===== config.mk =====
export PLATFORM = sky130hd
export DESIGN_NAME = rdc_partition_decider
export DESIGN_NICKNAME = d
export VERILOG_FILES = /design/src/rdc_geom_pkg.sv /design/src/rdc_data_pkg.sv /design/src/rdc_partition_decider.sv
export SDC_FILE = /design/constraint.sdc
export NUM_CORES = 1
export LEC_CHECK = 0
export ABC_CLOCK_PERIOD_IN_PS = 2100
export CORE_MARGIN = 8
export CORE_UTILIZATION = 54
export CTS_CLUSTER_DIAMETER = 100
export DETAILED_ROUTE_END_ITERATION = 10
export DONT_BUFFER_PORTS = 1
export GPL_TIMING_DRIVEN = 0
export PLACE_DENSITY = 0.69
export RECOVER_POWER = 50
export SLEW_MARGIN = 20
export SYNTH_ARGS = -nofsm -noshare
export SYNTH_HDL_FRONTEND = slang
export SYNTH_SLANG_ARGS = --single-unit

===== constraint.sdc =====
create_clock -name clk -period 2.1 [get_ports clk]
set_clock_uncertainty 0.15 [all_clocks]
set_input_delay 0.105 -clock clk [delete_from_list [all_inputs] [get_ports clk]]
set_output_delay 0.105 -clock clk [all_outputs]
set_load 0.05 [all_outputs]

===== src/rdc_geom_pkg.sv =====
// Block geometry for the RD cost unit
// Block sizes, beats per block, lanes per beat and the QP range

package rdc_geom_pkg;

  // Samples carried by one beat
  localparam int LANES = 32;
  // Lanes summed into one distortion group
  localparam int GROUP = 4;

  typedef enum logic {
    SIZE_8X8   = 1'b0,
    SIZE_16X16 = 1'b1
  } blk_size_t;

  localparam int BEATS_8X8   = 2;
  localparam int BEATS_16X16 = 8;

  // Highest QP with its own table row
  localparam int QP_MAX = 51;

  typedef logic [2:0] beat_cnt_t;
  typedef logic [5:0] qp_t;
  typedef logic [7:0] pos_t;

endpackage


===== src/rdc_data_pkg.sv =====
// Datapath words of the RD cost unit
// Pixel, coefficient, line-sum and cost widths plus the beat tag

package rdc_data_pkg;

  import rdc_geom_pkg::*;

  typedef logic        [7:0]  pix_t;
  typedef logic signed [15:0] coe_t;
  typedef logic        [21:0] sse_line_t;
  typedef logic        [26:0] sse_acc_t;
  typedef logic        [19:0] rate_line_t;
  typedef logic        [11:0] lambda_t;
  // All cost arithmetic wraps at this width
  typedef logic        [23:0] cost_t;

  // Travels with every beat through the pipeline
  typedef struct packed {
    logic      first;
    logic      last;
    blk_size_t size;
    pos_t      pos;
    lambda_t   a;
    lambda_t   b;
  } beat_tag_t;

  typedef struct packed {
    cost_t     cost;
    blk_size_t size;
    pos_t      pos;
  } cost_res_t;

endpackage


===== src/rdc_partition_decider.sv =====
// Split or merge decision
// Keeps the running cost of the four 8x8 blocks and compares the
// enclosing 16x16 cost against it

`timescale 1ns/1ps

module rdc_partition_decider
  import rdc_geom_pkg::*;
  import rdc_data_pkg::*;
(
  input  logic      clk,
  input  logic      rst_n,
  input  logic      cost_val_i,
  input  cost_res_t cost_i,
  output logic      cover_valid_o,
  output logic      cover_value_o
);

  cost_t sum_8x8;
  logic  quad_start;
  logic  merge_wins;

  // First 8x8 of a quad in z-order
  assign quad_start = (cost_i.pos[1:0] == 2'b00);
  assign merge_wins = (cost_i.cost <= sum_8x8);

  always_ff @(posedge clk or negedge rst_n) begin
    if (!rst_n) begin
      sum_8x8       <= '0;
      cover_valid_o <= 1'b0;
      cover_value_o <= 1'b0;
    end else begin
      cover_valid_o <= cost_val_i;
      if (cost_val_i) begin
        if (cost_i.size == SIZE_8X8) begin
          sum_8x8       <= quad_start ? cost_i.cost : sum_8x8 + cost_i.cost;
          cover_value_o <= 1'b1;
        end else begin
          cover_value_o <= merge_wins;
        end
      end
    end
  end

endmodule


==> impl_metrics.csv <==
group,metric,value,unit
outcome,status,"finished, violations left",
outcome,failed_checks,"negative setup slack",
setup_path,cp.arrival,2.49,ns
place,placed_cell_area,3163,um^2
sta,min_period,2.475,ns
sta,relSlewSlack,13.66,%
worst_hold_path,min_path_type,"in -> reg",
power_and_ir_drop,leakage,1.769,nW
worst_hold_path,hp-start,"cost_i[8]",
sta,slew_viol_final,0,
setup_path,crit_type,"reg -> reg",
clock_network,cts_tree,"built",
routing,wirelength,9324,um
logic_synthesis,ys_seq_area_share,21.51,%
sta,setup_tns,-4.707,ns
place,routabilityCongestion,0.8962,
logic_synthesis,netlist.area_leader.share,21.51,%
sta,rsz0062_at_grt,"yes",
setup_path,reg2reg_depth,11,
setup_path,critPathMaxStageDelay,0.40,ns
setup_path,critPathLaunch,"sum_8x8[0]$_DFFE_PN0P_",
floorplan,rows,27,
flow_run,maxCapViolCount,0,
sta,fmax,404.0,MHz
layout,syn2layout_area_growth,35.98,%
logic_synthesis,syn_inst,380,
logic_synthesis,synth_top_area_cell,"dfrtp_1",
setup_path,r2r_start,"sum_8x8[0]$_DFFE_PN0P_",
power_and_ir_drop,power_density,1325,nW/um^2
power_and_ir_drop,peakVddDrop,0.0007082,V
routing,drc,0,
layout,fin_nets,527,
layout,drive_gt1_share,27.15,%
clock_network,cts_max_level,1,
logic_synthesis,synth_warnings,0,
floorplan,ios,38,
routing,dr.pass1.iters,5,
sta,hold_viol_final,0,
clock_network,cts_made_buffers,3,
clock_network,cts.path.max_buffers,2,
clock_network,clkLatencyLatePin,0.28,ns
logic_synthesis,syn_avg_cell_area,7.962,um^2
setup_path,crit_path_max_fanout,4,
global_routing,grt_antenna_before_repair,0,
floorplan,die_x,90.85,um
logic_synthesis,ys_ff_latch,26,
logic_synthesis,synth_top_flop_cell,"dfrtp_1",
sta,setup_viol,18,
floorplan,die_area,8254,um^2
logic_synthesis,synthTopCellsByArea,"dfrtp_1, ha_1, a21oi_1",
place,dp_hpwl,5925,um
sta,tightest_slew,1.295,ns
routing,avgRoutedWirePerCell,18.14,um
layout,diodes,0,
worst_hold_path,whs_path_depth,5,
global_routing,gr-total-overflow,0,
logic_synthesis,async_flop_share,100.0,%
sta,period_share,117.9,%
clock_network,path_clk_slew,0.10,ns
setup_path,cpMaxStageDelayCell,"dfrtp_1",
sta,finalWorstSetupSlack,-0.3754,ns
routing,drt_iter0_drc,314,
logic_synthesis,synth_edf_count,0,
floorplan,start_util,55.28,%
floorplan,core-area,5473,um^2
clock_network,clkSinkCount,26,
routing,ant_nets,0,
routing,vias,3066,
logic_synthesis,synthesis.nets,464,
global_routing,grt_pass1_vias,2852,
global_routing,grt_usage,21.31,%
floorplan,die_h,90.85,um
routing,via_per_inst,5.965,
layout,fin_area,4114,um^2
global_routing,grt_pass1_wl,14480,um
setup_path,crit_chain,"ha_2 -> inv_2 -> fa_2 -> o21bai_4 -> a21oi_4 -> o211ai_2 -> a22oi_2 -> nand2_2 -> a211oi_4 -> xnor2_1 -> o21ai_1",
logic_synthesis,ys_types,50,
place,io_buffers,0,
setup_path,critPathRequiredTime,2.11,ns
clock_network,clockRootBuffer,"clkbuf_8",
logic_synthesis,syn-cell-area,3025,um^2
setup_path,endpoint_kind,"register",
global_routing,grt_start_max_net_pins,27,
setup_path,worstSetupStartpointType,"register",
[cell families after synthesis]
| family | share of synthesized area, % |
|---|---|
| multiplexers | 0.9926 |
| buffers and inverters | 9.967 |
| AND/OR/NAND/NOR | 16.09 |
| flip-flops | 21.51 |
| AO/OA/AOI/OAI | 25.85 |
| XOR/XNOR | 5.500 |
| adder cells (fa/ha/maj) | 20.10 |
[Yosys cell counts, types with 4 or more instances]
cell and n:
nor4_1 9, a21oi_1 34, xnor2_1 16, o21ai_0 21, o22ai_1 4, buf_2 4
ha_1 47, nor2b_1 8, a211oi_1 6, a22oi_1 10, inv_1 38, nand4_1 7
nor3_1 6, nand2_1 22, clkbuf_1 5, o21ai_1 8, o211ai_1 4, dfrtp_1 26
buf_4 4, nor2_1 42, o31ai_1 4, nand2b_1 5
[metal layers]
layer	vias to the layer above	wire length, um	part of all wire [%]	track usage (%)
met5	-	0	0	0
met2	139	4379	47	35.75
li1	1454	-	-	-
met1	1454	4107	44	27.23
met4	0	172	1.8	5.321
met3	19	664	7.1	4.073
[critical path, delay by kind of cell, from the launching register on]
kind            cells  cell delay, ns
compound gates      6            1.01
xor+xnor            1            0.14
fa+ha+maj           2            0.46
buf+inv             1            0.06
flops               1            0.40
simple gates        1            0.13
[sequential cells by signal, summed over array words and instances (netlist names)]
register and cells:
cover_value_o 1, cover_valid_o 1, sum_8x8 24
[path summary, 6_finish.rpt]
kind                                                end  slack (ns)
worst max-delay path            sum_8x8[22]$_DFFE_PN0P_       -0.38
worst min-delay path            sum_8x8[23]$_DFFE_PN0P_        0.04
worst max register to register  sum_8x8[22]$_DFFE_PN0P_       -0.38
worst min register to register  sum_8x8[23]$_DFFE_PN0P_        0.38
max in group asynchronous       sum_8x8[14]$_DFFE_PN0P_        0.43
min in group asynchronous        sum_8x8[1]$_DFFE_PN0P_        0.61
[placed cells by master (no fill, tap or decap), types with 4 or more instances in the layout]
cell type       n
a22oi_1        10
nor2_1         40
nand2_1        21
o22ai_1         4
xnor2_1        14
o21ai_1        13
ha_2            7
a21oi_2         6
buf_6          10
nand2b_1        5
o211ai_1        4
ha_4            8
dfrtp_1        26
nor2b_1         5
nor4_2          4
o21ai_0        15
nand4_1         7
clkbuf_1        4
clkbuf_8        6
buf_4          31
a21oi_1        27
inv_1          33
inv_2           8
ha_1           32
a211oi_2        4
dlygate4sd3_1  27
[area by class of cell]
type                            count  area (um^2)
Fill cell                         401         1359
Sequential cell                    26        650.6
Timing Repair Buffer               59        530.5
Tap cell                           72        90.09
Clock buffer                        4        55.05
Inverter                           41        153.9
Multi-Input combinational cell    293         2471
Buffer                             19        162.7
[report_power, final]
part | internal [mW] | switching, mW
Combinational | 1.98 | 2.23
Sequential | 0.711 | 0.175
Clock | 0.169 | 0.185
[repair_timing]
item                       CTS  global route
hold buffers                28             0
setup endpoints to repair   18            20
resized for setup           35            42
hold endpoints to repair    52             0
pin swaps                   26            29
buffers inserted            15            18
[through the flow]
stage | hold WS, ns | setup slack, ns | power, mW | utilization, % | std cells
floorplan | -0.3406 | -0.1056 | 3.288 | - | 380
global placement | -0.3394 | -0.4575 | 3.771 | 57.80 | 452
detailed placement | -0.3397 | -0.4686 | 3.826 | 57.80 | 452
CTS | 0.02856 | -0.3473 | 4.740 | 69.25 | 498
global route | 0.05093 | -0.4889 | 5.854 | 75.17 | 514
finish | 0.03927 | -0.3754 | 5.449 | 75.17 | 514
(Power assumes the default switching activity.)
