==> config.mk <==
export PLATFORM = sky130hd
export DESIGN_NAME = rdc_distortion
export DESIGN_NICKNAME = d
export VERILOG_FILES = /design/src/rdc_geom_pkg.sv /design/src/rdc_data_pkg.sv /design/src/rdc_distortion.sv
export SDC_FILE = /design/constraint.sdc
export NUM_CORES = 2
export LEC_CHECK = 0
export ABC_AREA = 1
export BUFFER_PORTS_ARGS = -buffer_cell sky130_fd_sc_hd__clkbuf_2
export CAP_MARGIN = 20
export CORE_MARGIN = 2
export CORE_UTILIZATION = 65
export CTS_CLUSTER_DIAMETER = 150
export CTS_CLUSTER_SIZE = 12
export DETAILED_ROUTE_END_ITERATION = 16
export GPL_TIMING_DRIVEN = 0
export PLACE_DENSITY = 0.87
export SLEW_MARGIN = 5
export SYNTH_ARGS = -nofsm -noshare
export SYNTH_HDL_FRONTEND = slang
export SYNTH_SLANG_ARGS = --single-unit
export TNS_END_PERCENT = 1
==> constraint.sdc <==
create_clock -name clk -period 20.4 [get_ports clk]
set_clock_uncertainty 0.2 [all_clocks]
set_input_delay 4.08 -clock clk [delete_from_list [all_inputs] [get_ports clk]]
set_output_delay 4.08 -clock clk [all_outputs]
set_load 0.01 [all_outputs]
==> src/rdc_geom_pkg.sv <==
// Block geometry for the RD cost unit
// Block sizes, beats per block, lanes per beat and the QP range

package rdc_geom_pkg;

  // Samples carried by one beat
  localparam int LANES = 32;
  // Lanes summed into one distortion group
  localparam int GROUP = 4;

  typedef enum logic {
    SIZE_8X8   = 1'b0,
    SIZE_16X16 = 1'b1
  } blk_size_t;

  localparam int BEATS_8X8   = 2;
  localparam int BEATS_16X16 = 8;

  // Highest QP with its own table row
  localparam int QP_MAX = 51;

  typedef logic [2:0] beat_cnt_t;
  typedef logic [5:0] qp_t;
  typedef logic [7:0] pos_t;

endpackage

==> src/rdc_data_pkg.sv <==
// Datapath words of the RD cost unit
// Pixel, coefficient, line-sum and cost widths plus the beat tag

package rdc_data_pkg;

  import rdc_geom_pkg::*;

  typedef logic        [7:0]  pix_t;
  typedef logic signed [15:0] coe_t;
  typedef logic        [21:0] sse_line_t;
  typedef logic        [26:0] sse_acc_t;
  typedef logic        [19:0] rate_line_t;
  typedef logic        [11:0] lambda_t;
  // All cost arithmetic wraps at this width
  typedef logic        [23:0] cost_t;

  // Travels with every beat through the pipeline
  typedef struct packed {
    logic      first;
    logic      last;
    blk_size_t size;
    pos_t      pos;
    lambda_t   a;
    lambda_t   b;
  } beat_tag_t;

  typedef struct packed {
    cost_t     cost;
    blk_size_t size;
    pos_t      pos;
  } cost_res_t;

endpackage

==> src/rdc_distortion.sv <==
// Approximate squared error of one beat
// Stage 1 sums absolute differences per lane group, stage 2 adds g*(g>>2)

`timescale 1ns/1ps

module rdc_distortion
  import rdc_geom_pkg::*;
  import rdc_data_pkg::*;
#(
  parameter int LANES = rdc_geom_pkg::LANES
) (
  input  logic             clk,
  input  logic             rst_n,
  input  logic             beat_val_i,
  input  beat_tag_t        tag_i,
  input  pix_t [LANES-1:0] ori_i,
  input  pix_t [LANES-1:0] rec_i,
  output logic             line_val_o,
  output beat_tag_t        tag_o,
  output sse_line_t        sse_line_o
);

  localparam int NG = LANES / GROUP;
  localparam int GW = $bits(pix_t) + $clog2(GROUP);

  logic [GW-1:0] grp_w [NG];
  logic [GW-1:0] grp_r [NG];
  logic          val_r;
  beat_tag_t     tag_r;
  sse_line_t     sse_w;

  function automatic pix_t abs_diff(pix_t o, pix_t r);
    return (o >= r) ? pix_t'(o - r) : pix_t'(r - o);
  endfunction

  always_comb begin
    for (int k = 0; k < NG; k++) begin
      grp_w[k] = '0;
      for (int j = 0; j < GROUP; j++) begin
        grp_w[k] = grp_w[k] + abs_diff(ori_i[k*GROUP+j], rec_i[k*GROUP+j]);
      end
    end
  end

  // Square approximated as g times a quarter of g
  always_comb begin
    sse_w = '0;
    for (int k = 0; k < NG; k++) begin
      sse_w = sse_w + grp_r[k] * grp_r[k][GW-1:2];
    end
  end

  always_ff @(posedge clk or negedge rst_n) begin
    if (!rst_n) begin
      val_r      <= 1'b0;
      line_val_o <= 1'b0;
    end else begin
      val_r      <= beat_val_i;
      line_val_o <= val_r;
    end
  end

  always_ff @(posedge clk) begin
    if (beat_val_i) begin
      grp_r <= grp_w;
      tag_r <= tag_i;
    end
    if (val_r) begin
      sse_line_o <= sse_w;
      tag_o      <= tag_r;
    end
  end

endmodule

==> results.py <==
metrics = {
    "timing": {
        "tns_ns": 0,
        "worst_slew_pin_slew_ns": 0.870,
        "slew_viol_final": 0,
        "setup_violations": 0,
        "whs_ns": 0.212,
        "max_slew_margin_pct": 42.0,
        "fmax_mhz": 120,
        "min_period_over_period_pct": 40.8,
        "finalHoldViolCount": 0,
        "rsz0062_at_grt": "no",
        "period_needed_ns": 8.33,
    },
    "worst_hold_path": {
        "hold_path_end": "tag_o[34]$_DFFE_PP_",
        "hold_depth": 0,
        "hold_start": "tag_r[34]$_DFFE_PP_",
        "hold_class": "register to register",
    },
    "synthesis": {
        "ys.flop_type": "edfxtp_1",
        "synthArstFlopShare_pct": 1.15,
        "yosysSeqAreaShare_pct": 9.40,
        "synth.net_count": 9769,
        "avgSynthCellArea_um2": 7.19,
        "ys_seq_elements": 174,
        "yosysMostFrequentCell": "nand2_1",
        "ys_types": 39,
        "synth_area_leader_cell": "fa_1",
        "synth-edff-count": 172,
        "synth_top_area_share_pct": 25.8,
        "yosys-top-cells-area": "fa_1 (26%), ha_1 (18%), nand2_1 (15%)",
        "synth_common_cells": "nand2_1 (2174), inv_1 (2127), ha_1 (783)",
        "syn_inst": 7721,
        "ys_warn_count": 0,
        "synth.cell_area_um2": 55500,
    },
    "finish": {
        "fill_cells": 6846,
        "layout-drive-gt1-share_pct": 10.5,
        "finalInstanceArea_um2": 60700,
        "area_delta_synth_final_pct": 9.33,
        "post-route-util_pct": 71.5,
        "final_nets": 10400,
    },
    "die": {
        "die_x_um": 296,
        "initial_core_util_pct": 65.4,
        "core_um2": 84900,
        "rows": 107,
        "die_y_um": 296,
        "pin_count": 608,
        "die-area_um2": 87700,
    },
    "route": {
        "vias": 48500,
        "wire_per_inst_um": 14.2,
        "antenna_left": 0,
        "drtPass1Iterations": 6,
        "drt_iter0_drc": 2712,
        "wirelength_um": 135000,
        "drc": 0,
        "avgViaCountPerCell": 5.10,
    },
    "critical_path": {
        "r2r_slack_ns": 12.07,
        "path_class": "register to register",
        "crit_path_max_fanout": 10,
        "arrival_ns": 8.39,
        "cp-end-kind": "register",
        "worstSetupStartpointType": "register",
        "worstRegToRegCells": 26,
        "r2r_end": "sse_line_o[18]$_DFFE_PP_",
        "crit_required_ns": 20.46,
        "crit_start": "grp_r[78]$_DFFE_PP_",
        "rr_startpoint": "grp_r[78]$_DFFE_PP_",
    },
    "placed_design": {
        "dp_hpwl_um": 119000,
        "placed_area_um2": 60000,
        "routabilityCongestion": 0.946,
        "io_buffers": 607,
    },
    "clock_network": {
        "htreeDepth": 4,
        "clockBufferDepth": 2,
        "cts_made_buffers": 17,
        "postCtsHoldBufs": 0,
        "cts_resized": 0,
        "clk_latency_ns": 0.53,
        "path_clk_slew_ns": 0.08,
        "cts_root_buffer": "clkbuf_16",
        "cts_tree": "done",
        "cts.sinks": 174,
        "postCtsSetupBuffers": 0,
    },
    "status": {
        "status": "finished, final reports clean",
    },
    "flow_run": {
        "drv_cap": 0,
    },
    "global_route": {
        "grt_overflow_total": 0,
        "grt_max_degree": 70,
        "grtUsageTotal_pct": 31.5,
        "grt_pass1_wl_um": 225000,
        "antenna_found_initial": 4,
        "grt_pass1_vias": 49300,
    },
}
==> placed cells by master (no fill, tap or decap), drive strengths merged <==
cell    synthesis  routed
a31o            1       1
inv          2174    2184
o21bai         17      17
o211ai          8       8
a21o           41      41
clkbuf         83     707
clkinv          0       5
mux2i           1       1
nand3b          1       1
xnor2          20      20
o21ai         231     231
nand3         294     294
nand2        2229    2229
buf            51      53
edfxtp        172     172
o21a            1       1
and2            2       2
dfrtp           2       2
ha            783     783
or2            12      12
diode           0       3
fa            715     715
xor2          203     203
nor2          272     272
a21oi         327     327
nand4          36      36
nor3           45      45
==> layout make-up <==
cell class,instances,area [um^2],area share [%]
Tap cell,1144,1430,2.36
Buffer,134,786,1.29
Inverter,2174,8180,13.5
Timing Repair Buffer,609,3100,5.11
Antenna cell,3,7.51,0.0124
Multi-Input combinational cell,5239,41300,68.1
Clock inverter,15,214,0.353
Clock buffer,17,425,0.701
Sequential cell,174,5220,8.60
==> worst max-delay path, cell delays in order (launching register included) <==
cell	delay, ns
edfxtp_1	0.46
clkbuf_1	0.47
nand2_1	0.31
fa_1	0.55
inv_1	0.05
fa_1	0.55
fa_1	0.45
fa_1	0.50
fa_1	0.51
inv_1	0.05
fa_1	0.52
inv_1	0.07
fa_1	0.49
fa_1	0.52
fa_1	0.49
inv_1	0.05
fa_1	0.53
inv_1	0.05
ha_1	0.35
nand2_1	0.17
inv_1	0.05
a21oi_1	0.19
nand3_1	0.17
nand2_1	0.12
nand2_1	0.06
nand2_1	0.05
nand2_1	0.07
==> per-stage QoR <==
step	std cells	setup WS [ns]
after detailed placement	9474	11.65
final	9509	12.07
after global routing	9507	11.74
after floorplan	7721	12.42
after global placement	9472	11.75
after CTS	9506	12.09
==> sequential cells by signal, summed over array words and instances (netlist names) <==
signal,cells
val_r,1
tag_o,35
line_val_o,1
grp_r,80
sse_line_o,22
tag_r,35
==> routing by layer <==
layer  global-route usage, %  routed length [um]  vias up
li1                        -                   -    24000
met1                    38.9               54900    22600
met2                    56.5               67500     1543
met3                    4.18                8390      311
met4                    10.9                4490        4
met5                       0                  28        -
==> worst max-delay path by stage <==
stage / cells after the start / slack (ns) / end
final: 26 / 12.07 / sse_line_o[18]$_DFFE_PP_
after global routing: 25 / 11.74 / sse_line_o[18]$_DFFE_PP_
after detailed placement: 20 / 11.65 / grp_r[47]$_DFFE_PP_
after CTS: 26 / 12.09 / sse_line_o[18]$_DFFE_PP_
after global placement: 20 / 11.75 / grp_r[47]$_DFFE_PP_
after floorplan: 20 / 12.42 / grp_r[77]$_DFFE_PP_
==> cell families after synthesis <==
group,Yosys count,share of synthesized area [%]
AOI/OAI and AO/OA,626,6.24
xor gates and xnor gates,223,3.52
adders and majority gates,1498,43.4
buffers and inverters,2308,16.1
DFF,174,9.40
muxes,1,0.0180
and+or+nand+nor,2891,21.2
Power is left out: the tool's default activity adds up to more than one toggle a clock period on the data nets, which glitch-free logic cannot reach.
