### config.mk
export PLATFORM = sky130hd
export DESIGN_NAME = rdc_cost_accum
export DESIGN_NICKNAME = d
export VERILOG_FILES = /design/src/rdc_geom_pkg.sv /design/src/rdc_data_pkg.sv /design/src/rdc_cost_accum.sv
export SDC_FILE = /design/constraint.sdc
export NUM_CORES = 1
export LEC_CHECK = 0
export ABC_AREA = 1
export CAP_MARGIN = 20
export CELL_PAD_IN_SITES_DETAIL_PLACEMENT = 1
export CELL_PAD_IN_SITES_GLOBAL_PLACEMENT = 1
export CORE_MARGIN = 2
export CORE_UTILIZATION = 34
export DETAILED_ROUTE_END_ITERATION = 7
export DONT_BUFFER_PORTS = 1
export PLACE_DENSITY_LB_ADDON = 0.1
export SLEW_MARGIN = 25
export SYNTH_ARGS = -nofsm -noshare
export SYNTH_HDL_FRONTEND = slang
export SYNTH_SLANG_ARGS = --single-unit
### constraint.sdc
create_clock -name clk -period 8.2 [get_ports clk]
set_input_delay 1.23 -clock clk [delete_from_list [all_inputs] [get_ports clk]]
set_output_delay 1.23 -clock clk [all_outputs]
set_load 0.02 [all_outputs]
### src/rdc_geom_pkg.sv
// Block geometry for the RD cost unit
// Block sizes, beats per block, lanes per beat and the QP range

package rdc_geom_pkg;

  // Samples carried by one beat
  localparam int LANES = 32;
  // Lanes summed into one distortion group
  localparam int GROUP = 4;

  typedef enum logic {
    SIZE_8X8   = 1'b0,
    SIZE_16X16 = 1'b1
  } blk_size_t;

  localparam int BEATS_8X8   = 2;
  localparam int BEATS_16X16 = 8;

  // Highest QP with its own table row
  localparam int QP_MAX = 51;

  typedef logic [2:0] beat_cnt_t;
  typedef logic [5:0] qp_t;
  typedef logic [7:0] pos_t;

endpackage

### src/rdc_data_pkg.sv
// Datapath words of the RD cost unit
// Pixel, coefficient, line-sum and cost widths plus the beat tag

package rdc_data_pkg;

  import rdc_geom_pkg::*;

  typedef logic        [7:0]  pix_t;
  typedef logic signed [15:0] coe_t;
  typedef logic        [21:0] sse_line_t;
  typedef logic        [26:0] sse_acc_t;
  typedef logic        [19:0] rate_line_t;
  typedef logic        [11:0] lambda_t;
  // All cost arithmetic wraps at this width
  typedef logic        [23:0] cost_t;

  // Travels with every beat through the pipeline
  typedef struct packed {
    logic      first;
    logic      last;
    blk_size_t size;
    pos_t      pos;
    lambda_t   a;
    lambda_t   b;
  } beat_tag_t;

  typedef struct packed {
    cost_t     cost;
    blk_size_t size;
    pos_t      pos;
  } cost_res_t;

endpackage

### src/rdc_cost_accum.sv
// Block cost accumulator
// Sums distortion and bitrate over the beats of a block and forms
// (distortion >> 3) + bitrate + b on the last beat

`timescale 1ns/1ps

module rdc_cost_accum
  import rdc_data_pkg::*;
(
  input  logic      clk,
  input  logic      rst_n,
  input  logic      line_val_i,
  input  beat_tag_t tag_i,
  input  sse_line_t sse_line_i,
  input  cost_t     bit_line_i,
  output logic      cost_val_o,
  output cost_res_t cost_o
);

  sse_acc_t sse_acc;
  cost_t    bit_acc;
  sse_acc_t sse_sum;
  cost_t    bit_sum;

  // First beat restarts both sums
  always_comb begin
    sse_sum = (tag_i.first ? sse_acc_t'(0) : sse_acc) + sse_line_i;
    bit_sum = (tag_i.first ? cost_t'(0) : bit_acc) + bit_line_i;
  end

  always_ff @(posedge clk or negedge rst_n) begin
    if (!rst_n) begin
      cost_val_o <= 1'b0;
    end else begin
      cost_val_o <= line_val_i && tag_i.last;
    end
  end

  always_ff @(posedge clk) begin
    if (line_val_i) begin
      sse_acc <= sse_sum;
      bit_acc <= bit_sum;
      if (tag_i.last) begin
        cost_o.cost <= sse_sum[26:3] + bit_sum + tag_i.b;
        cost_o.size <= tag_i.size;
        cost_o.pos  <= tag_i.pos;
      end
    end
  end

endmodule

==> results.yml, run 1 <==
finish:
  final_util: 0.378
  antenna_cells: 0
  finish.instance_area_mm2: 0.00800
  nNetsFinal: 1094
  drive_above_1_share: 0.0510
  area_growth_pct: 8.39
  num-fill-cells: 2577
critical_path:
  crit_path_end_kind: "flop"
  max_stage_delay_ns: 0.44
  crit_chain: "nor2_1 -> ha_1 -> inv_1 -> fa_1 -> inv_1 -> a31o_2 -> xor2_1 -> inv_1 -> fa_1 -> inv_1 -> ha_1 -> inv_1 -> fa_1 -> o21ai_2 -> a21oi_2 -> or2_2 -> nand3_1 -> inv_1 -> nand2_1 -> nand2_1"
  worstPathMaxFanout: 46
  cp_slowest_cell: "fa_1"
  cp-start-kind: "input port"
  crit_family: "adder cells"
  timing.critical_path.mode_cell: "inv_1"
  path_buf_inv: 6
  crit_required_ns: 8.31
  criticalPathCategory: "in -> reg"
  arrival_ns: 5.01
place:
  place_area_mm2: 0.00770
  place.port_buffers: 0
  gp_congestion: 0.863
  dp_hpwl_um: 16100
sta:
  rsz0062_at_grt: "false"
  period_share: 0.598
  finClkSkew_ns: 0.0106
  finalSetupViolations: 0
  tightest_slew_ns: 0.461
  finalMaxSlewViolations: 0
  setup_tns_ns: 0
  max_freq_mhz: 204
  hold_viol_final: 0
  slew_headroom: 0.690
  period_minus_slack_ns: 4.90
synthesis:
  ys_seq_elements: 85
  ys_warn_count: 0
  yosysSeqAreaShare: 0.345
  synth_area_leaders: "edfxtp_1, ha_1, inv_1, nand2_1, nor2_1"
  netlist_area_mm2: 0.00738
  async_flop_share: 0.0118
  yosysUniqueCellTypes: 40
  syn_inst: 911
  netlist.area_leader.share: 0.342
  synth_flop_cell: "edfxtp_1"
  syn_area_per_cell_um2: 8.10
  synth_fp_nets: 1088
  synth_top_area_cell: "edfxtp_1"
  synth_edf_count: 84
floorplanning:
  num_rows: 53
  num_io_pins: 118
  die_w_um: 151
  die-area_mm2: 0.0229
  design.core.area_mm2: 0.0212
  die_h_um: 151
  initial_core_util: 0.349
outcome:
  status: "finished clean"
clocking:
  clk_latency_ns: 0.35
  post_cts_buffers: 0
  cts_root_buffer: "clkbuf_16"
  cts_tree: "yes"
  cts_buffers: 9
  post_cts_resized: 0
  cts_sinks: 85
  h-tree-depth: 3
  postCtsHoldBufs: 0
  clkTransAtPathRegs_ns: 0.07
  clockBufferDepth: 2
detailed_routing:
  vias: 5684
  wl_met1_um: 9520
  wl_met3_um: 749
  first_pass_iters: 5
  routed.top_layer: "met4"
  drtAntennaViolNets: 0
  wire_per_inst_um: 16.4
  viasPerCell: 4.75
  drt_iter0_drc: 124
  wl_met2_um: 9090
  remaining_drc_errors: 0
  wirelength_um: 19600
global_route:
  first_global_vias: 6169
  grt_pass1_wl_um: 31400
  gr-total-overflow: 0
  grt_usage: 0.182
  grt_antenna_before_repair: 0
  grt_max_degree: 53
power_and_ir_drop:
  finalPower_w: 0.00271
  vdd_drop_max_uv: 233
  p_leak_nw: 3.96
  powerDensity_mw_per_mm2: 339
flow_run:
  cap_violations: 0
worst_hold_path:
  hold_class: "in -> async"
[path summary, 6_finish.rpt]
kind	endpoint	start	slack (ns)	cells past startpoint
setup / recovery	cost_o[32]$_DFFE_PP_	tag_i[34]	3.30	20
hold / removal	cost_val_o$_DFF_PN0_	rst_n	0.56	0
setup reg to reg	cost_o[32]$_DFFE_PP_	sse_acc[0]$_DFFE_PP_	3.83	21
hold reg to reg	sse_acc[0]$_DFFE_PP_	sse_acc[0]$_DFFE_PP_	0.68	3
max in group asynchronous	cost_val_o$_DFF_PN0_	rst_n	7.57	0
min in group clk	sse_acc[0]$_DFFE_PP_	sse_acc[0]$_DFFE_PP_	0.68	3
[kinds of logic (layout without fill, tap and decap cells)]
| logic type | after synthesis | after routing | share of synthesized area |
|---|---|---|---|
| flip-flops | 85 | 85 | 0.345 |
| AND/OR/NAND/NOR | 335 | 335 | 0.191 |
| adder cells (fa/ha/maj) | 93 | 93 | 0.173 |
| buffers and inverters | 198 | 209 | 0.102 |
| XOR/XNOR | 68 | 68 | 0.0817 |
| AO/OA/AOI/OAI | 132 | 132 | 0.107 |
[routing by layer]
metal | vias to the layer above | global-route usage
met5 | - | 0
met4 | 0 | 0.0458
met3 | 13 | 0.0355
met2 | 76 | 0.305
met1 | 2642 | 0.240
li1 | 2953 | -
[state kept, by name (all words and copies together), names as in the netlist]
name        cells
cost_o         33
sse_acc        27
bit_acc        24
cost_val_o      1
[cell type report]
type	instances	area (um^2)	share of cell area
clock inverter	6	70.1	0.00876
tap	275	344	0.0430
sequential	85	2550	0.318
clock buffer	10	229	0.0286
multi-input combinational	628	4080	0.510
timing repair buffer	1	7.51	0.000938
inverter	192	721	0.0901
[stage by stage]
stage	hold WS, ns	setup slack (ns)	instances
2_1_floorplan	0.624	3.26	911
3_3_place_gp	0.640	2.96	1181
3_5_place_dp	0.663	2.89	1181
4_1_cts	0.545	3.27	1197
5_1_grt	0.541	2.90	1197
6_report	0.564	3.30	1197
[cell usage in the layout, fill, tap and decap left out, drive strengths merged, types with 13 or more instances in the layout]
master,count
nand3,40
edfxtp,84
xor2,42
a21oi,65
nor2,100
ha,78
fa,15
xnor2,26
o21ai,28
nand2,174
o21bai,13
inv,194
[power breakdown]
group          leakage, nW  internal, W  switching [W]
Clock                0.136     0.000239       0.000191
Sequential           0.824     0.000693       0.000109
Combinational         3.00     0.000539       0.000942
Total                 3.96      0.00147        0.00124
[synth_stat cells, types with 3 or more instances]
library cell    n
a21o_1          8
a21oi_1        60
a21oi_2         5
a221oi_1        4
a31oi_1         4
clkbuf_1        4
edfxtp_1       84
fa_1           15
ha_1           78
inv_1         189
inv_2           3
nand2_1       167
nand2_2         6
nand3_1        35
nand3_2         5
nand4_1         6
nor2_1         97
nor2_2          3
nor3_1          9
o21a_1          3
o21ai_0        19
o21ai_1         7
o21bai_1       13
xnor2_1        26
xor2_1         41
Power figures use the tool's default switching activity.
==> run 2, diff against run 1 <==
- clock period: 8.2 -> 4.6 ns (I/O delays scaled with it)
==> run 2 against run 1 <==
Final area increased by 3.2%. Utilization increased by 1.2 points. Largest power group unchanged. Largest cell class unchanged. Highest routed layer is now met5. Hold slack got worse by 0.54 ns.
==> results.yml, run 2 (synthesized netlist as in run 1, its figures left out) <==
global_route:
  grt_antenna_before_repair: 1
  use_met1: 0.248
  top_usage_layer: "met2"
  grt_pass1_wl_um: 32200
  grt_usage: 0.185
  gr-total-overflow: 0
  global_route.usage.met2: 0.309
  grt_util_met3: 0.0319
  grt_max_degree: 53
  first_global_vias: 6355
place:
  place.port_buffers: 0
  dp_hpwl_um: 16400
  gp_congestion: 0.856
  preCtsSetupSlack_ns: 0.0671
worst_hold_path:
  hold_class: "in -> async"
sta:
  tightest_slew_ns: 0.468
  rsz0062_at_grt: "false"
  period_minus_slack_ns: 4.20
  hold_viol_final: 0
  setup_tns_ns: 0
  finClkSkew_ns: 0.00911
  finalSetupViolations: 0
  period_share: 0.914
  finalMaxSlewViolations: 0
  max_freq_mhz: 238
  slew_headroom: 0.686
  final.setup.worst_slack_ns: 0.396
finish:
  nNetsFinal: 1124
  antenna_cells: 0
  top_register: "cost_o"
  drive_above_1_share: 0.0819
  final_util: 0.390
  largest_reg_flops: 33
  final_cell_mix: "inv_1, nand2_1, nor2_1, edfxtp_1, ha_1"
  area_growth_pct: 11.9
  top_regs: "cost_o: 33 flops, sse_acc: 27 flops, bit_acc: 24 flops"
  final_common_cell: "inv_1"
detailed_routing:
  drt_iter0_drc: 156
  vias: 5877
  wirelength_um: 19900
  wire_per_inst_um: 16.2
  drtAntennaViolNets: 0
  remaining_drc_errors: 0
  viasPerCell: 4.79
  first_pass_iters: 4
clocking:
  clkTransAtPathRegs_ns: 0.07
  h-tree-depth: 3
  cts_root_buffer: "clkbuf_16"
  cts_tree: "yes"
  cts_sinks: 85
  clk_latency_ns: 0.35
  cts_buffers: 9
  clockBufferDepth: 2
critical_path:
  criticalPathCategory: "reg -> reg"
  arrival_ns: 4.30
  worstPathMaxFanout: 5
  crit_path_end_kind: "flop"
  crit_required_ns: 4.70
  cp-start-kind: "flop"
floorplanning:
  initial_core_util: 0.349
  die_w_um: 151
  num_rows: 53
  die-area_mm2: 0.0229
  num_io_pins: 118
  design.core.area_mm2: 0.0212
  die_h_um: 151
power_and_ir_drop:
  powerDensity_mw_per_mm2: 622
  vdd_drop_max_uv: 469
  p_leak_nw: 4.12
outcome:
  status: "finished clean"
flow_run:
  cap_violations: 0
==> run 2: cell types whose count changed in the layout (fill, tap and decap cells not counted) <==
cell	previous run	this run
buf_4	1	31
xor2_1	41	40
clkinv_4	0	1
clkinvlp_4	3	1
xor2_2	1	2
bufinv_16	1	2
==> run 2: critical path, stage by stage (launching register included) <==
cell and delay [ns]:
edfxtp_1 0.37, inv_1 0.06, nor2_1 0.04, ha_1 0.34, nand2_1 0.17, inv_1 0.06, nand2_1 0.06, nand2_1 0.07
a21oi_1 0.24, o21ai_1 0.13, nand2_1 0.08, nand2_1 0.08, xnor2_1 0.36, fa_1 0.49, inv_1 0.08, ha_1 0.26
buf_4 0.16, nand2_1 0.08, nor2_1 0.06, a21boi_0 0.12, o21ai_0 0.27, nand3_1 0.19, xor2_1 0.18
==> run 2: final cells by class <==
cell class / instances / area [um^2]
clock buffers: 10 / 229
clock inverters: 6 / 93.8
fillers: 2592 / 12900
inverters: 192 / 721
multi-input cells: 628 / 4090
flip-flops and latches: 85 / 2550
well taps: 275 / 344
repair buffers: 31 / 233
==> run 2: final timing paths <==
check                           slack (ns)                   end  depth (start not counted)                  from
min in group clk                      0.43   cost_o[7]$_DFFE_PP_                          0             tag_i[31]
worst max register to register        0.40  cost_o[29]$_DFFE_PP_                         22  sse_acc[4]$_DFFE_PP_
worst min register to register        0.68  sse_acc[0]$_DFFE_PP_                          3  sse_acc[0]$_DFFE_PP_
max in group asynchronous             4.51  cost_val_o$_DFF_PN0_                          0                 rst_n
worst min-delay path                  0.02  cost_val_o$_DFF_PN0_                          0                 rst_n
worst max-delay path                  0.40  cost_o[29]$_DFFE_PP_                         22  sse_acc[4]$_DFFE_PP_
==> run 2: per-layer routing <==
layer / part of all wire / routed length, um
met3: 0.031 / 626
met5: 0.00080 / 16
met1: 0.48 / 9660
met2: 0.47 / 9310
met4: 0.016 / 311
==> run 2: power breakdown <==
part | leakage, nW | switching [W] | internal [W]
logic | 3.15 | 0.00175 | 0.00115
clock network | 0.154 | 0.000329 | 0.000481
registers | 0.824 | 0.000195 | 0.00124
==> run 2: timing repair <==
action,CTS,global route
hold buffers,0,0
hold endpoints to repair,0,0
setup buffers,0,0
setup endpoints to repair,0,1
resized for setup,0,1
==> run 2: stage by stage <==
step | hold slack (ns) | total power, W | instance area [um^2] | cells
global placement | 0.394 | 0.00434 | 7930 | 1211
finish | 0.0241 | 0.00514 | 8260 | 1227
global route | 0.00313 | 0.00567 | 8260 | 1227
detailed placement | 0.394 | 0.00434 | 7930 | 1211
CTS | 0.00808 | 0.00523 | 8250 | 1227
floorplan | 0.394 | 0.00344 | 7380 | 911
==> run 3, diff against run 2 <==
- clock period: 4.6 -> 3.7 ns (I/O delays scaled with it)
==> run 3 against run 2 <==
The run now ends with setup timing left. Critical path depth up 2. First-iteration DRC count down 11%. Final area up 29%. Combinational power up 110%. Hold slack better by 0.27 ns. Maximum frequency up 7.6%. Total power up 69%. Clock power up 11%. Clock skew up 0.0010 ns. Via count up 12%. Flip-flop and latch count unchanged. Register-to-register slack worse by 0.60 ns.
==> results.yml, run 3 (synthesized netlist as in run 1, its figures left out) <==
critical_path:
  arrival_ns: 4.02
  worstPathMaxFanout: 4
  cp-start-kind: "flop"
  criticalPathCategory: "reg -> reg"
  crit_required_ns: 3.81
  crit_path_end_kind: "flop"
power_and_ir_drop:
  p_seq_frac: 0.206
  vdd_drop_max_uv: 685
  switchingPower_w: 0.00375
  clockPowerShare: 0.104
  p_leak_nw: 5.21
  comb_power_share: 0.690
  powerDensity_mw_per_mm2: 817
  p_sw_frac: 0.432
  p_int_w: 0.00493
sta:
  hold_viol_final: 0
  hold_ws_ns: 0.294
  finalSetupViolations: 15
  final.setup.worst_slack_ns: -0.208
  period_minus_slack_ns: 3.91
  finClkSkew_ns: 0.0101
  tightest_slew_ns: 0.411
  period_share: 1.06
  max_freq_mhz: 256
  slew_headroom: 0.726
  finalMaxSlewViolations: 0
  setup_tns_ns: -1.91
  rsz0062_at_grt: "true"
detailed_routing:
  remaining_drc_errors: 0
  wirelength_um: 22900
  viasPerCell: 4.66
  drtAntennaViolNets: 0
  first_pass_iters: 5
  vias: 6610
  drt_iter0_drc: 139
  wire_per_inst_um: 16.2
global_route:
  grt_max_degree: 53
  gr-total-overflow: 0
  grt_antenna_before_repair: 1
  grt_usage: 0.203
  grt_pass1_wl_um: 35200
  first_global_vias: 7039
finish:
  area_growth_pct: 43.8
  antenna_cells: 0
  top_regs: "cost_o: 33 flops, sse_acc: 27 flops, bit_acc: 24 flops"
  finish.instance_area_mm2: 0.0106
  seqCellArea_mm2: 0.00255
  drive_above_1_share: 0.363
  multi_input_area_mm2: 0.00501
  final_common_cell: "buf_4"
  largest_reg_flops: 33
  top_register: "cost_o"
  nNetsFinal: 1314
  num-fill-cells: 2501
  final_cell_mix: "buf_4, inv_1, nand2_1, edfxtp_1, nor2_1"
  final_util: 0.502
outcome:
  status: "complete, but fails checks"
  violations: "setup timing"
flow_run:
  cap_violations: 0
clocking:
  cts_root_buffer: "clkbuf_16"
  cts_sinks: 85
  clk_latency_ns: 0.35
  clkTransAtPathRegs_ns: 0.07
  cts_tree: "yes"
  clockBufferDepth: 2
  cts_buffers: 9
  h-tree-depth: 3
floorplanning:
  die_h_um: 151
  die_w_um: 151
  die-area_mm2: 0.0229
  initial_core_util: 0.349
  design.core.area_mm2: 0.0212
  num_io_pins: 118
  num_rows: 53
place:
  place_area_mm2: 0.00942
  dp_hpwl_um: 18200
  gp_congestion: 0.899
  place.port_buffers: 0
worst_hold_path:
  hold_class: "in -> reg"
-- run 3: cell count changes in the layout (fill, tap and decap cells not counted), sizes merged --
cell | previous run | this run
buf | 31 | 220
inv | 194 | 196
dlygate4sd3 | 0 | 1
bufinv | 2 | 0
-- run 3: power by group through the flow --
stage               Sequential, W  Clock (W)  Combinational (W)
finish                    0.00178   0.000902            0.00599
global route              0.00181   0.000951            0.00660
CTS                       0.00179   0.000932            0.00539
detailed placement        0.00180          0            0.00491
global placement          0.00180          0            0.00485
floorplan                 0.00177          0            0.00282
-- run 3: layout make-up --
cell class                      count  share of cell area
Timing Repair Buffer              221               0.161
Inverter                          192              0.0684
Clock inverter                      6             0.00507
Tap cell                          275              0.0324
Multi-Input combinational cell    628               0.472
Clock buffer                       10              0.0216
Sequential cell                    85               0.240
-- run 3: what timing repair did --
item / CTS / global route
pin swaps: 46 / 52
setup endpoints to repair: 17 / 18
hold buffers: 1 / 0
hold endpoints to repair: 1 / 0
setup buffers: 9 / 12
resized for setup: 63 / 99
-- run 3: through the flow --
step / power [W] / setup slack [ns] / std cells
3_5_place_dp: 0.00671 / -0.591 / 1382
3_3_place_gp: 0.00666 / -0.537 / 1382
5_1_grt: 0.00937 / -0.469 / 1417
4_1_cts: 0.00812 / -0.176 / 1406
2_1_floorplan: 0.00460 / -0.170 / 911
6_report: 0.00867 / -0.208 / 1417
-- run 3: metal layers --
| metal | routed length, um | vias up | track usage | share of wire |
|---|---|---|---|---|
| met2 | 11300 | 85 | 0.358 | 0.49 |
| met5 | 16 | - | 0 | 0.00070 |
| met4 | 333 | 2 | 0.0463 | 0.015 |
| met3 | 631 | 19 | 0.0337 | 0.028 |
| li1 | - | 3391 | - | - |
| met1 | 10600 | 3113 | 0.261 | 0.46 |
-- run 3: critical path, stage by stage (launching register included) --
cell and delay, ns:
edfxtp_1 0.37, inv_1 0.06, nor2_1 0.04, ha_1 0.35
nand2_2 0.13, inv_2 0.05, nand2_2 0.07, nand2_2 0.08
buf_6 0.13, nand2_4 0.05, nand3_4 0.12, nand2_4 0.10
nand3_4 0.09, xnor2_4 0.17, fa_1 0.53, inv_2 0.04
ha_4 0.24, buf_6 0.12, a21oi_4 0.18, buf_6 0.11
o21a_1 0.15, o21ai_4 0.08, a21oi_2 0.13, o21bai_1 0.10
xor2_1 0.16
-- run 3: worst paths after layout --
| check | start | endpoint | slack (ns) | cells after the start |
|---|---|---|---|---|
| max | sse_acc[4]$_DFFE_PP_ | cost_o[27]$_DFFE_PP_ | -0.21 | 24 |
| min | tag_i[31] | cost_o[7]$_DFFE_PP_ | 0.29 | 0 |
| min reg2reg | bit_acc[0]$_DFFE_PP_ | bit_acc[0]$_DFFE_PP_ | 0.69 | 3 |
| max in group asynchronous | rst_n | cost_val_o$_DFF_PN0_ | 3.20 | 1 |
| min in group asynchronous | rst_n | cost_val_o$_DFF_PN0_ | 0.40 | 1 |
| max reg2reg | sse_acc[4]$_DFFE_PP_ | cost_o[27]$_DFFE_PP_ | -0.21 | 24 |
